## src/logic/bitsyncPkg.sv

```systemverilog
/*
 * Datapath widths and types for the symbol synchronizer.
 * Imported by every module that carries samples, timing errors,
 * accumulators or the frequency word.
 */

package bitsyncPkg;

    //**************************************************************************
    // Sample path
    //**************************************************************************
    localparam int sampleWidth = 18;

    typedef logic signed [sampleWidth-1:0] sampleT;

    // Timing error shares the sample scaling
    typedef logic signed [sampleWidth-1:0] errorT;

    //**************************************************************************
    // Lock detector and loop
    //**************************************************************************
    localparam int accWidth = 22;

    typedef logic [accWidth-1:0] accT;
    typedef logic [31:0] freqT;
    typedef logic [15:0] lockCountT;

endpackage

```

## src/logic/bitsyncCfgPkg.sv

```systemverilog
/*
 * Loop and detector constants of the symbol synchronizer.
 * Averaging length, transition hold, lock threshold, loop gains and
 * the nominal sample frequency word.
 */

package bitsyncCfgPkg;

    // Valid transitions averaged per lock test
    localparam int avgLength = 16;

    // Symbols that transitionsDetected holds after the last transition
    localparam logic [7:0] holdCount = 8'd255;

    // Good tests to lock, also the bound for loss of lock
    localparam logic [15:0] lockCount = 16'd4;

    // Loop filter gains as left shifts of the rounded error
    localparam int propShift = 10;
    localparam int intShift = 4;

    localparam logic [31:0] nominalFreq = 32'h4000_0000;

endpackage

```

## src/logic/timingErrorIf.sv

```systemverilog
/*
 * Per-symbol error results from the timing error detector.
 * The detector drives every signal; the lock detector only reads them.
 * errorValid marks the on-time sampleEn that carries a fresh result.
 */

`timescale 1ns/1ns

interface timingErrorIf
    import bitsyncPkg::*;
();

    logic   errorValid;
    logic   transition;
    errorT  timingError;
    sampleT slipError;

    modport detector (
        output errorValid, transition, timingError, slipError
    );

    modport monitor (
        input errorValid, transition, timingError, slipError
    );

endinterface

```

## src/logic/sampleFrontEnd.sv

```systemverilog
/*
 * Sample front end for two-samples-per-symbol baseband input.
 * Averages each sample with the one before it, then shifts the result
 * through three stages that give the late, off-time and early taps.
 */

`timescale 1ns/1ns

module sampleFrontEnd
    import bitsyncPkg::*;
(
    input  logic   sampleClk,
    input  logic   sampleEn,
    input  sampleT sampleIn,
    output sampleT early,
    output sampleT offTime,
    output sampleT late
);

    sampleT sampleDelay;
    logic signed [sampleWidth:0] sampleSum;
    sampleT shiftReg [3];

    // One extra bit so the sum cannot wrap
    assign sampleSum = sampleWidth'(sampleDelay) + sampleIn;

    //**************************************************************************
    // Two sample sum and tap shift register
    //**************************************************************************
    always_ff @(posedge sampleClk) begin
        if (sampleEn) begin
            sampleDelay <= sampleIn;
            shiftReg[0] <= sampleSum[sampleWidth:1];
            shiftReg[1] <= shiftReg[0];
            shiftReg[2] <= shiftReg[1];
        end
    end

    // Newest stage is the late tap
    assign late = shiftReg[0];
    assign offTime = shiftReg[1];
    assign early = shiftReg[2];

endmodule

```

## src/logic/timingErrorDetector.sv

```systemverilog
/*
 * Early/late sign-transition timing error detector.
 * Tracks the on-time/off-time phase, measures timing and slip errors at
 * each data transition, holds the transition flag and recovers the data.
 */

`timescale 1ns/1ns

module timingErrorDetector
    import bitsyncPkg::*;
    import bitsyncCfgPkg::*;
(
    input  logic   sampleClk,
    input  logic   reset,
    input  logic   sampleEn,
    input  sampleT early,
    input  sampleT offTime,
    input  sampleT late,
    input  logic   slip,
    timingErrorIf.detector errBus,
    output errorT  timingError,
    output logic   errorValid,
    output logic   symEn,
    output logic   bitData,
    output sampleT symData,
    output logic   transitionsDetected,
    output sampleT dcError
);

    typedef enum logic {onTimePhase, offTimePhase} phaseT;

    phaseT      phase;
    logic       held;
    logic       transitionReg;
    errorT      timingErrorReg;
    sampleT     slipErrorReg;
    logic [7:0] holdCounter;
    logic       earlyHigh;
    logic       signChange;

    assign earlyHigh = !early[sampleWidth-1];
    assign signChange = early[sampleWidth-1] != late[sampleWidth-1];

    // The extra on-time cycle of a slip is not a symbol
    assign symEn = sampleEn && (phase == onTimePhase) && !held;
    assign errorValid = symEn;
    assign timingError = timingErrorReg;

    assign errBus.errorValid = symEn;
    assign errBus.transition = transitionReg;
    assign errBus.timingError = timingErrorReg;
    assign errBus.slipError = slipErrorReg;

    //**************************************************************************
    // Phase state and transition measurement
    //**************************************************************************
    always_ff @(posedge sampleClk) begin
        if (reset) begin
            phase <= onTimePhase;
            held <= 1'b0;
            transitionReg <= 1'b0;
            timingErrorReg <= '0;
            holdCounter <= '0;
            transitionsDetected <= 1'b0;
        end else if (sampleEn) begin
            held <= 1'b0;
            if (phase == onTimePhase) begin
                // Slip stays on-time for one extra sample
                if (slip && !held) begin
                    held <= 1'b1;
                end else begin
                    phase <= offTimePhase;
                end
            end else begin
                phase <= onTimePhase;
                transitionReg <= signChange;
                if (signChange) begin
                    holdCounter <= holdCount;
                    transitionsDetected <= 1'b1;
                    // High to low keeps the off-time sign
                    timingErrorReg <= earlyHigh ? offTime : -offTime;
                end else begin
                    timingErrorReg <= '0;
                    if (holdCounter != '0) begin
                        holdCounter <= holdCounter - 1'b1;
                    end else begin
                        transitionsDetected <= 1'b0;
                    end
                end
            end
        end
    end

    // Levels captured with the transition
    always_ff @(posedge sampleClk) begin
        if (sampleEn && phase == offTimePhase) begin
            slipErrorReg <= earlyHigh ? early : late;
            dcError <= signChange ? early : '0;
        end
    end

    // Recovered data, positive sample gives a one
    always_ff @(posedge sampleClk) begin
        if (symEn) begin
            bitData <= !offTime[sampleWidth-1];
            symData <= offTime;
        end
    end

endmodule

```

## src/logic/slipLockDetector.sv

```systemverilog
/*
 * Averaging slip and lock detector.
 * Sums timing and slip error magnitudes over a block of transitions,
 * then tests them to step the lock counter, set lock or request a slip.
 */

`timescale 1ns/1ns

module slipLockDetector
    import bitsyncPkg::*;
    import bitsyncCfgPkg::*;
(
    input  logic      sampleClk,
    input  logic      reset,
    input  logic      sampleEn,
    timingErrorIf.monitor errBus,
    output logic      slip,
    output logic      bitsyncLock,
    output lockCountT lockCounter
);

    typedef enum logic {averageState, testState} avgStateT;

    avgStateT                     state;
    logic [$clog2(avgLength)-1:0] avgCount;
    accT                          avgError;
    accT                          avgSlipError;
    logic [sampleWidth-1:0]       absError;
    logic [sampleWidth-1:0]       absSlipError;
    logic                         timingLarge;

    assign absError = errBus.timingError[sampleWidth-1] ?
                      -errBus.timingError : errBus.timingError;
    assign absSlipError = errBus.slipError[sampleWidth-1] ?
                          -errBus.slipError : errBus.slipError;

    // Timing error above half the on-time level is a bad test
    assign timingLarge = avgError > (avgSlipError >> 1);

    always_ff @(posedge sampleClk) begin
        if (reset) begin
            state <= averageState;
            avgCount <= ($clog2(avgLength))'(avgLength - 1);
            avgError <= '0;
            avgSlipError <= '0;
            lockCounter <= '0;
            bitsyncLock <= 1'b0;
            slip <= 1'b0;
        end else if (sampleEn) begin
            slip <= 1'b0;
            case (state)
                averageState: begin
                    if (errBus.errorValid && errBus.transition) begin
                        avgError <= avgError + accT'(absError);
                        avgSlipError <= avgSlipError + accT'(absSlipError);
                        if (avgCount == '0) begin
                            state <= testState;
                        end else begin
                            avgCount <= avgCount - 1'b1;
                        end
                    end
                end
                testState: begin
                    state <= averageState;
                    avgCount <= ($clog2(avgLength))'(avgLength - 1);
                    avgError <= '0;
                    avgSlipError <= '0;
                    if (timingLarge) begin
                        // Negative bound mirrors the lock threshold
                        if (lockCounter == -lockCount) begin
                            bitsyncLock <= 1'b0;
                            lockCounter <= '0;
                            slip <= 1'b1;
                        end else begin
                            lockCounter <= lockCounter - 1'b1;
                        end
                    end else if (lockCounter == lockCount) begin
                        bitsyncLock <= 1'b1;
                        lockCounter <= '0;
                    end else begin
                        lockCounter <= lockCounter + 1'b1;
                    end
                end
            endcase
        end
    end

endmodule

```

## src/logic/loopFilter.sv

```systemverilog
/*
 * Proportional plus integral loop filter.
 * Turns each symbol's timing error into the sample frequency word
 * around the nominal frequency.
 */

`timescale 1ns/1ns

module loopFilter
    import bitsyncPkg::*;
    import bitsyncCfgPkg::*;
(
    input  logic  sampleClk,
    input  logic  reset,
    input  logic  errorValid,
    input  errorT timingError,
    output freqT  sampleFreq
);

    logic signed [11:0] roundedError;
    logic signed [31:0] errorExt;
    freqT               integrator;
    freqT               integratorNext;

    // Top 12 bits, rounded on the next bit down
    assign roundedError = timingError[sampleWidth-1 -: 12] + 12'(timingError[sampleWidth-13]);
    assign errorExt = 32'(roundedError);
    assign integratorNext = integrator + freqT'(errorExt <<< intShift);

    always_ff @(posedge sampleClk) begin
        if (reset) begin
            integrator <= '0;
            sampleFreq <= nominalFreq;
        end else if (errorValid) begin
            integrator <= integratorNext;
            sampleFreq <= nominalFreq + integratorNext + freqT'(errorExt <<< propShift);
        end
    end

endmodule

```

## src/logic/bitsync.sv

```systemverilog
/*
 * Single-channel symbol synchronizer, top level.
 * Takes two baseband samples per symbol on sampleEn and returns the
 * recovered bits, symbol enables, lock status and sample frequency word.
 */

`timescale 1ns/1ns

module bitsync
    import bitsyncPkg::*;
(
    input  logic      sampleClk,
    input  logic      reset,
    input  logic      sampleEn,
    input  sampleT    sampleIn,
    output logic      symEn,
    output logic      sym2xEn,
    output logic      bitData,
    output sampleT    symData,
    output logic      transitionsDetected,
    output sampleT    dcError,
    output logic      bitsyncLock,
    output lockCountT lockCounter,
    output freqT      sampleFreq
);

    sampleT early;
    sampleT offTime;
    sampleT late;
    errorT  timingError;
    logic   errorValid;
    logic   slip;

    timingErrorIf errBus ();

    // Twice-per-symbol enable is the sample enable itself
    assign sym2xEn = sampleEn;

    sampleFrontEnd frontEnd (
        .sampleClk (sampleClk),
        .sampleEn  (sampleEn),
        .sampleIn  (sampleIn),
        .early     (early),
        .offTime   (offTime),
        .late      (late)
    );

    timingErrorDetector errorDetector (
        .sampleClk           (sampleClk),
        .reset               (reset),
        .sampleEn            (sampleEn),
        .early               (early),
        .offTime             (offTime),
        .late                (late),
        .slip                (slip),
        .errBus              (errBus.detector),
        .timingError         (timingError),
        .errorValid          (errorValid),
        .symEn               (symEn),
        .bitData             (bitData),
        .symData             (symData),
        .transitionsDetected (transitionsDetected),
        .dcError             (dcError)
    );

    slipLockDetector lockDetector (
        .sampleClk   (sampleClk),
        .reset       (reset),
        .sampleEn    (sampleEn),
        .errBus      (errBus.monitor),
        .slip        (slip),
        .bitsyncLock (bitsyncLock),
        .lockCounter (lockCounter)
    );

    loopFilter sampleLoop (
        .sampleClk   (sampleClk),
        .reset       (reset),
        .errorValid  (errorValid),
        .timingError (timingError),
        .sampleFreq  (sampleFreq)
    );

endmodule

```

## config.mk

```make
export PLATFORM = sky130hd
export DESIGN_NAME = bitsync
export DESIGN_NICKNAME = d
export VERILOG_FILES = /design/src/logic/bitsyncPkg.sv /design/src/logic/bitsyncCfgPkg.sv /design/src/logic/timingErrorIf.sv /design/src/logic/sampleFrontEnd.sv /design/src/logic/timingErrorDetector.sv /design/src/logic/slipLockDetector.sv /design/src/logic/loopFilter.sv /design/src/logic/bitsync.sv
export SDC_FILE = /design/constraint.sdc
export NUM_CORES = 1
export LEC_CHECK = 0
export BUFFER_PORTS_ARGS = -buffer_cell sky130_fd_sc_hd__buf_4
export CAP_MARGIN = 30
export CORE_MARGIN = 2
export CORE_UTILIZATION = 55
export CTS_BUF_LIST = sky130_fd_sc_hd__clkbuf_2 sky130_fd_sc_hd__clkbuf_4 sky130_fd_sc_hd__clkbuf_8
export CTS_CLUSTER_DIAMETER = 40
export CTS_CLUSTER_SIZE = 16
export DETAILED_ROUTE_END_ITERATION = 10
export PLACE_DENSITY = 0.73
export SLEW_MARGIN = 20
export SYNTH_ARGS = -nofsm -noshare
export SYNTH_HDL_FRONTEND = slang
export SYNTH_SLANG_ARGS = --single-unit
```

## constraint.sdc

```tcl
create_clock -name sampleClk -period 17.1 [get_ports sampleClk]
set_input_delay 2.565 -clock sampleClk [delete_from_list [all_inputs] [get_ports sampleClk]]
set_output_delay 2.565 -clock sampleClk [all_outputs]
set_load 0.05 [all_outputs]
```

==> metrics.txt, run 1 <==
worst min path class=flip-flop to flip-flop; worst setup path startpoint=errorDetector.errBus.timingError[5]$_SDFFE_PP0P_; Slew Limit Headroom=33.96%; Sum Neg Setup Slack=0 ns; setup skew after layout=roughly 0.032 ns; WS Path Type=flip-flop to flip-flop; DP HPWL=~27000 um; r2r endpoint=sampleLoop.sampleFreq[30]$_SDFFE_PP1P_; Avg Cell Area, Syn=9.516 sq um; full die area=31680 sq um; measured slew at the worst slew-check pin=~0.99 ns; commonest non-fill, non-tap cell in the layout=nand2_1; PostCTS Resize Cnt=0; core region area=29720 sq um; clk sink count=274; CP Capture Type=flip-flop; io pins=110; Startpoint Class=flip-flop; nets=~2000; die width=approximately 180 um; synthesized flop and latch total=between 200 and 300; Reg2Reg Depth=29; fraction of layout instances using a drive strength above 1=12.15%; Area growth, synth to finish=11.50%; Worst-Skew Late Latency=0.59 ns; # rows=63; Arr. time, crit path=7.75 ns; worst path required time=17.53 ns; CTS Hold Buffers Added=0; GRT Total Usage=23.68%; fin area=approximately 19000 sq um; Die Height=~180 um; Num CTS Buffers=40; residual DRC count=0; vias per inst=approximately 5.8; initial DRC count=around 800; diodes inserted=0; Post-synth top flop=dfxtp_1; EDFF count, synth=between 100 and 150; Cell Area, Synth=between 15000 and 20000 sq um; crit path time final=7.318 ns; total number of vias=about 13000; setup slack, reg-to-reg=just under 10 ns; PortBufs=between 100 and 150; cell mode on critical path=a21oi_1; ys async rst share=0%; most frequent cells in the layout=178 x nand2_1, 166 x ha_1, 147 x dfxtp_1; H-Tree Depth=2; Max Root-Sink Buffers=3; Max stage delay on crit path=between 0.5 and 0.6 ns; FILL cells=~2500; vias in the first global route=between 10000 and 15000; Util after Layout=roughly 62%; clk root buf=clkbuf_8; total gr overflow=0; status=finished, final reports clean; DP Area=17710 sq um; initial antenna violation count=0; setup ws final=9.782 ns; critical path peak fanout=17; first-pass GRT wire length=61410 um; placed instance count=2185; drt wl/cell=16.53 um; static leakage=0.007900 uW; Final Setup Violations=0; Clock Pin Slew Worst Setup and Hold Paths=0.08 ns; DRT Wirelength=37350 um; Setup Buffers After CTS=0; register area share after synthesis=40.57%; Final Cycle Share=42.80%; Crit Reg-Reg Startpoint=errorDetector.errBus.timingError[5]$_SDFFE_PP0P_; Power Dens Cells=86.45 nW/um^2; TritonCTS clock tree=built; Peak Freq=0.1366 GHz; max cap viols=0; Non-Filler Instances=~2300; unique cell type count in the Yosys netlist=76; DRT antenna net count=0; Placer Congestion=between 0.8 and 0.9; CP endpoint=sampleLoop.sampleFreq[30]$_SDFFE_PP1P_; VDD IR-drop max=0.00007268 V; Yosys warning count=0; RSZ-0062 raised after global routing=false; largest net degree at the start of global routing=80; Initial Util=a little under three fifths; slowest stage cell, crit path=dfxtp_1; Setup Slack @ Placement=slightly below 10 ns; Syn Inst Count=1750; final hold violations=0; fin. max-slew vios=0; router iterations before antenna repair=6
## sequential cells by signal, summed over array words and instances, names as in the netlist, 4 cells and up
register,cells
frontEnd.shiftReg,54
sampleLoop.sampleFreq,28
lockDetector.avgError,22
lockDetector.avgSlipError,22
sampleLoop.integrator,22
errorDetector.dcError,18
errorDetector.errBus.slipError,18
errorDetector.errBus.timingError,18
errorDetector.symData,18
frontEnd.sampleDelay,18
lockDetector.lockCounter,16
errorDetector.holdCounter,8
lockDetector.avgCount,4
## synthesized netlist by cell type (all sizes together), types with 6 or more instances
master  count  share of area [%]
a211oi     28                1.3
clkbuf     59                1.3
nand2b     20               0.75
inv        76                1.7
buf        14               0.57
nor2b      14               0.53
xor2       40                2.1
nor4       13               0.49
nor2      129                2.9
a221oi      8               0.42
xnor2     109                5.7
or4         9               0.41
o31ai      16               0.80
o211ai      6               0.27
nand3      29               0.87
fa          6               0.72
nor3       31               0.96
a22o       21                1.1
a41oi       9               0.56
ha        166                 12
o21ai      80                2.4
a22oi      20               0.90
nand2     178                4.0
a21o       43                1.9
o21bai      7               0.32
o21a       19               0.86
a31oi      10               0.38
edfxtp    127                 23
or3        28                1.1
dfxtp     147                 18
and3       15               0.56
mux2       17                1.1
o41ai       6               0.32
a21oi     136                4.1
nand4      12               0.45
and2       25               0.94
## final cells by class
type | instances | area, sq um | share of cell area, %
Multi-Input combinational cell | 1330 | 9314 | 50.16
Sequential cell | 274 | 6756 | 36.39
Timing Repair Buffer | 116 | 870.8 | 4.690
Clock buffer | 47 | 621.8 | 3.349
Tap cell | 390 | 488.0 | 2.628
Inverter | 76 | 285.3 | 1.536
Clock inverter | 26 | 231.5 | 1.247
## kinds of logic (layout without fill, tap and decap cells)
family | Yosys count | after routing | synth area share (%)
compound gates | 458 | 458 | 18.29
fa+ha+maj | 172 | 172 | 13.19
mux | 18 | 18 | 1.210
flops | 274 | 274 | 40.57
simple gates | 529 | 529 | 15.26
other cells | 1 | 4 | 0.02252
xor+xnor | 149 | 149 | 7.837
buf+inv | 149 | 265 | 3.614
## power by group
part           internal, uW  switching, uW
clock network           274            291
registers               733           29.3
logic                   106            172
total                  1110            492
## metrics by stage
step / hold slack [ns] / power, uW
global placement: 0.4279 / 1046
floorplan: 0.4204 / 977.4
finish: 0.4509 / 1605
detailed placement: 0.4298 / 1053
global route: 0.4694 / 1679
CTS: 0.4502 / 1619
## critical path, delay by kind of cell (launching register included)
| kind | cells | cell delay, ns |
|---|---|---|
| simple gates | 5 | 1.16 |
| compound gates | 17 | 3.35 |
| flops | 1 | 0.53 |
| xor+xnor | 2 | 0.42 |
| fa+ha+maj | 5 | 1.73 |
## worst min path at each step
| stage | endpoint | cells after the start | from |
|---|---|---|---|
| after floorplan | frontEnd.shiftReg[0][18]$_DFFE_PP_ | 0 | frontEnd.shiftReg[0][0]$_DFFE_PP_ |
| after global placement | frontEnd.shiftReg[0][31]$_DFFE_PP_ | 0 | frontEnd.shiftReg[0][13]$_DFFE_PP_ |
| after detailed placement | frontEnd.shiftReg[0][29]$_DFFE_PP_ | 0 | frontEnd.shiftReg[0][11]$_DFFE_PP_ |
| after CTS | frontEnd.shiftReg[0][29]$_DFFE_PP_ | 0 | frontEnd.shiftReg[0][11]$_DFFE_PP_ |
| after global routing | frontEnd.shiftReg[0][32]$_DFFE_PP_ | 0 | frontEnd.shiftReg[0][14]$_DFFE_PP_ |
| final | frontEnd.shiftReg[0][29]$_DFFE_PP_ | 0 | frontEnd.shiftReg[0][11]$_DFFE_PP_ |
## routing by layer
layer | global-route usage, % | share of wire [%] | wire [um] | vias to the layer above
li1 | - | - | - | 6566
met2 | 39.21 | 45 | 16950 | 305
met5 | 0 | 0 | 0 | -
met4 | 6.387 | 2.2 | 808 | 0
met3 | 3.772 | 5.2 | 1940 | 65
met1 | 32.27 | 47 | 17660 | 6115
(Power assumes the default switching activity.)
==> run 2: changes to the inputs <==
Clock period 17.1 ns to 7.6 ns, I/O delays scaled along.
==> run 2 against run 1 <==
  * Sequential cell count unchanged
  * Critical path type unchanged
  * Die area unchanged
  * Clock skew increased by 0.00096 ns
  * Fmax increased by 4.9%
  * Register-to-register slack got worse by 9.2 ns
  * Worst setup slack got worse by 9.2 ns
  * Largest power group unchanged
==> metrics.txt, run 2 (synthesized netlist as in run 1, its figures left out) <==
drt wl/cell=about 16 um; largest net degree at the start of global routing=69; TritonCTS clock tree=built; RSZ-0062 raised after global routing=false; Util after Layout=a little over three fifths; Sum Neg Setup Slack=0 ns; global routing's busiest layer=met2; worst min path class=flip-flop to flip-flop; WS Path Type=flip-flop to flip-flop; Placer Congestion=0.9143; slowest stage cell, crit path=dfxtp_2; placed instance count=2188; Slew Limit Headroom=35.81%; Total Power=3780 uW; Startpoint Class=flip-flop; total gr overflow=0; full die area=31680 sq um; Power Dens Cells=202.0 nW/um^2; cell mode on critical path=a21oi_1; PortBufs=~110; worst path required time=around 8.1 ns; die width=between 150 and 200 um; critical path peak fanout=17; nets=2034; Setup Slack @ Placement=0.4850 ns; grt met2 use=37.24%; Max stage delay on crit path=0.44 ns; Arr. time, crit path=7.46 ns; Die Height=around 180 um; max FFs per register=54; total number of vias=13151; VDD IR-drop max=between 0.0002 and 0.00025 V; clk root buf=clkbuf_8; DRT Wirelength=37150 um; CP Capture Type=flip-flop; final hold violations=0; initial DRC count=between 700 and 800; Num CTS Buffers=41; vias in the first global route=12314; setup ws final=slightly above 0.6 ns; measured slew at the worst slew-check pin=0.9628 ns; largest registers=frontEnd.shiftReg: 54 flops, sampleLoop.sampleFreq: 28 flops; max cap viols=0; most frequent cells in the layout=178 x nand2_1, 166 x ha_1, 146 x dfxtp_1; Final Cycle Share=91.84%; met1 Usage GRT=33.02%; io pins=110; GRT Total Usage=23.52%; vias per inst=5.819; Peak Freq=0.1433 GHz; residual DRC count=0; Worst-Skew Late Latency=0.56 ns; DRT antenna net count=0; core region area=between 20000 and 30000 sq um; # rows=63; H-Tree Depth=2; initial antenna violation count=0; M3 GR Usage=4.263%; crit path time final=6.980 ns; setup skew after layout=0.03312 ns; Biggest register=frontEnd.shiftReg; commonest non-fill, non-tap cell in the layout=nand2_1; static leakage=0.007957 uW; router iterations before antenna repair=5; first-pass GRT wire length=60720 um; status=finished, final reports clean; Clock Pin Slew Worst Setup and Hold Paths=0.09 ns; Final Setup Violations=0; Max Root-Sink Buffers=3; fin. max-slew vios=0; fraction of layout instances using a drive strength above 1=12.35%; Initial Util=56.04%; DP HPWL=26760 um; clk sink count=274; Area growth, synth to finish=12.41%; Setup Buffers After CTS=0; diodes inserted=0; Non-Filler Instances=2260
[run 2: changes by cell type in the layout (fill, tap and decap cells not counted), sizes merged]
cell	change
clkinv	-8
bufinv	+5
clkinvlp	+4
buf	+3
inv	-2
clkbuf	-1
[run 2: metal layers]
metal | wire, um | share of wire (%)
met1 | 17700 | 48
met2 | 16490 | 44
met3 | 2173 | 5.8
met4 | 791 | 2.1
met5 | 0 | 0
[run 2: cell type report]
type | instances | area, sq um
timing repair buffer | 118 | 885.9
sequential | 274 | 6758
inverter | 76 | 285.3
tap | 390 | 488.0
fill | 2431 | 11000
clock inverter | 25 | 350.3
multi-input combinational | 1330 | 9323
clock buffer | 47 | 628.1
[run 2: stage by stage]
stage | area, sq um | hold slack (ns)
CTS | 18710 | 0.4485
floorplan | 16660 | 0.4204
detailed placement | 17730 | 0.4275
global route | 18720 | 0.4627
global placement | 17720 | 0.4280
finish | 18720 | 0.4445
[run 2: final timing paths]
kind / from / endpoint / slack (ns) / cells after the start
max reg2reg: errorDetector.errBus.timingError[5]$_SDFFE_PP0P_ / sampleLoop.sampleFreq[27]$_SDFFE_PP0P_ / 0.62 / 30
max: errorDetector.errBus.timingError[5]$_SDFFE_PP0P_ / sampleLoop.sampleFreq[27]$_SDFFE_PP0P_ / 0.62 / 30
min: frontEnd.shiftReg[0][11]$_DFFE_PP_ / frontEnd.shiftReg[0][29]$_DFFE_PP_ / 0.44 / 0
min reg2reg: frontEnd.shiftReg[0][11]$_DFFE_PP_ / frontEnd.shiftReg[0][29]$_DFFE_PP_ / 0.44 / 0
[run 2: power breakdown]
part / internal [uW] / switching, uW
registers: 1650 / 64.8
logic: 239 / 388
clock network: 787 / 651
[run 2: critical path: cells and delay by family, from the launching register on]
kind                       cells  cell delay, ns
adders and majority gates      5            1.66
DFF                            1            0.44
and+or+nand+nor                3            0.40
xor gates and xnor gates       3            0.54
AOI/OAI and AO/OA             19            3.85
[run 2: repair_timing]
action / in CTS / in global routing
gates resized for setup: 0 / 3
hold buffers: 0 / 0
setup endpoints to repair: 0 / 4
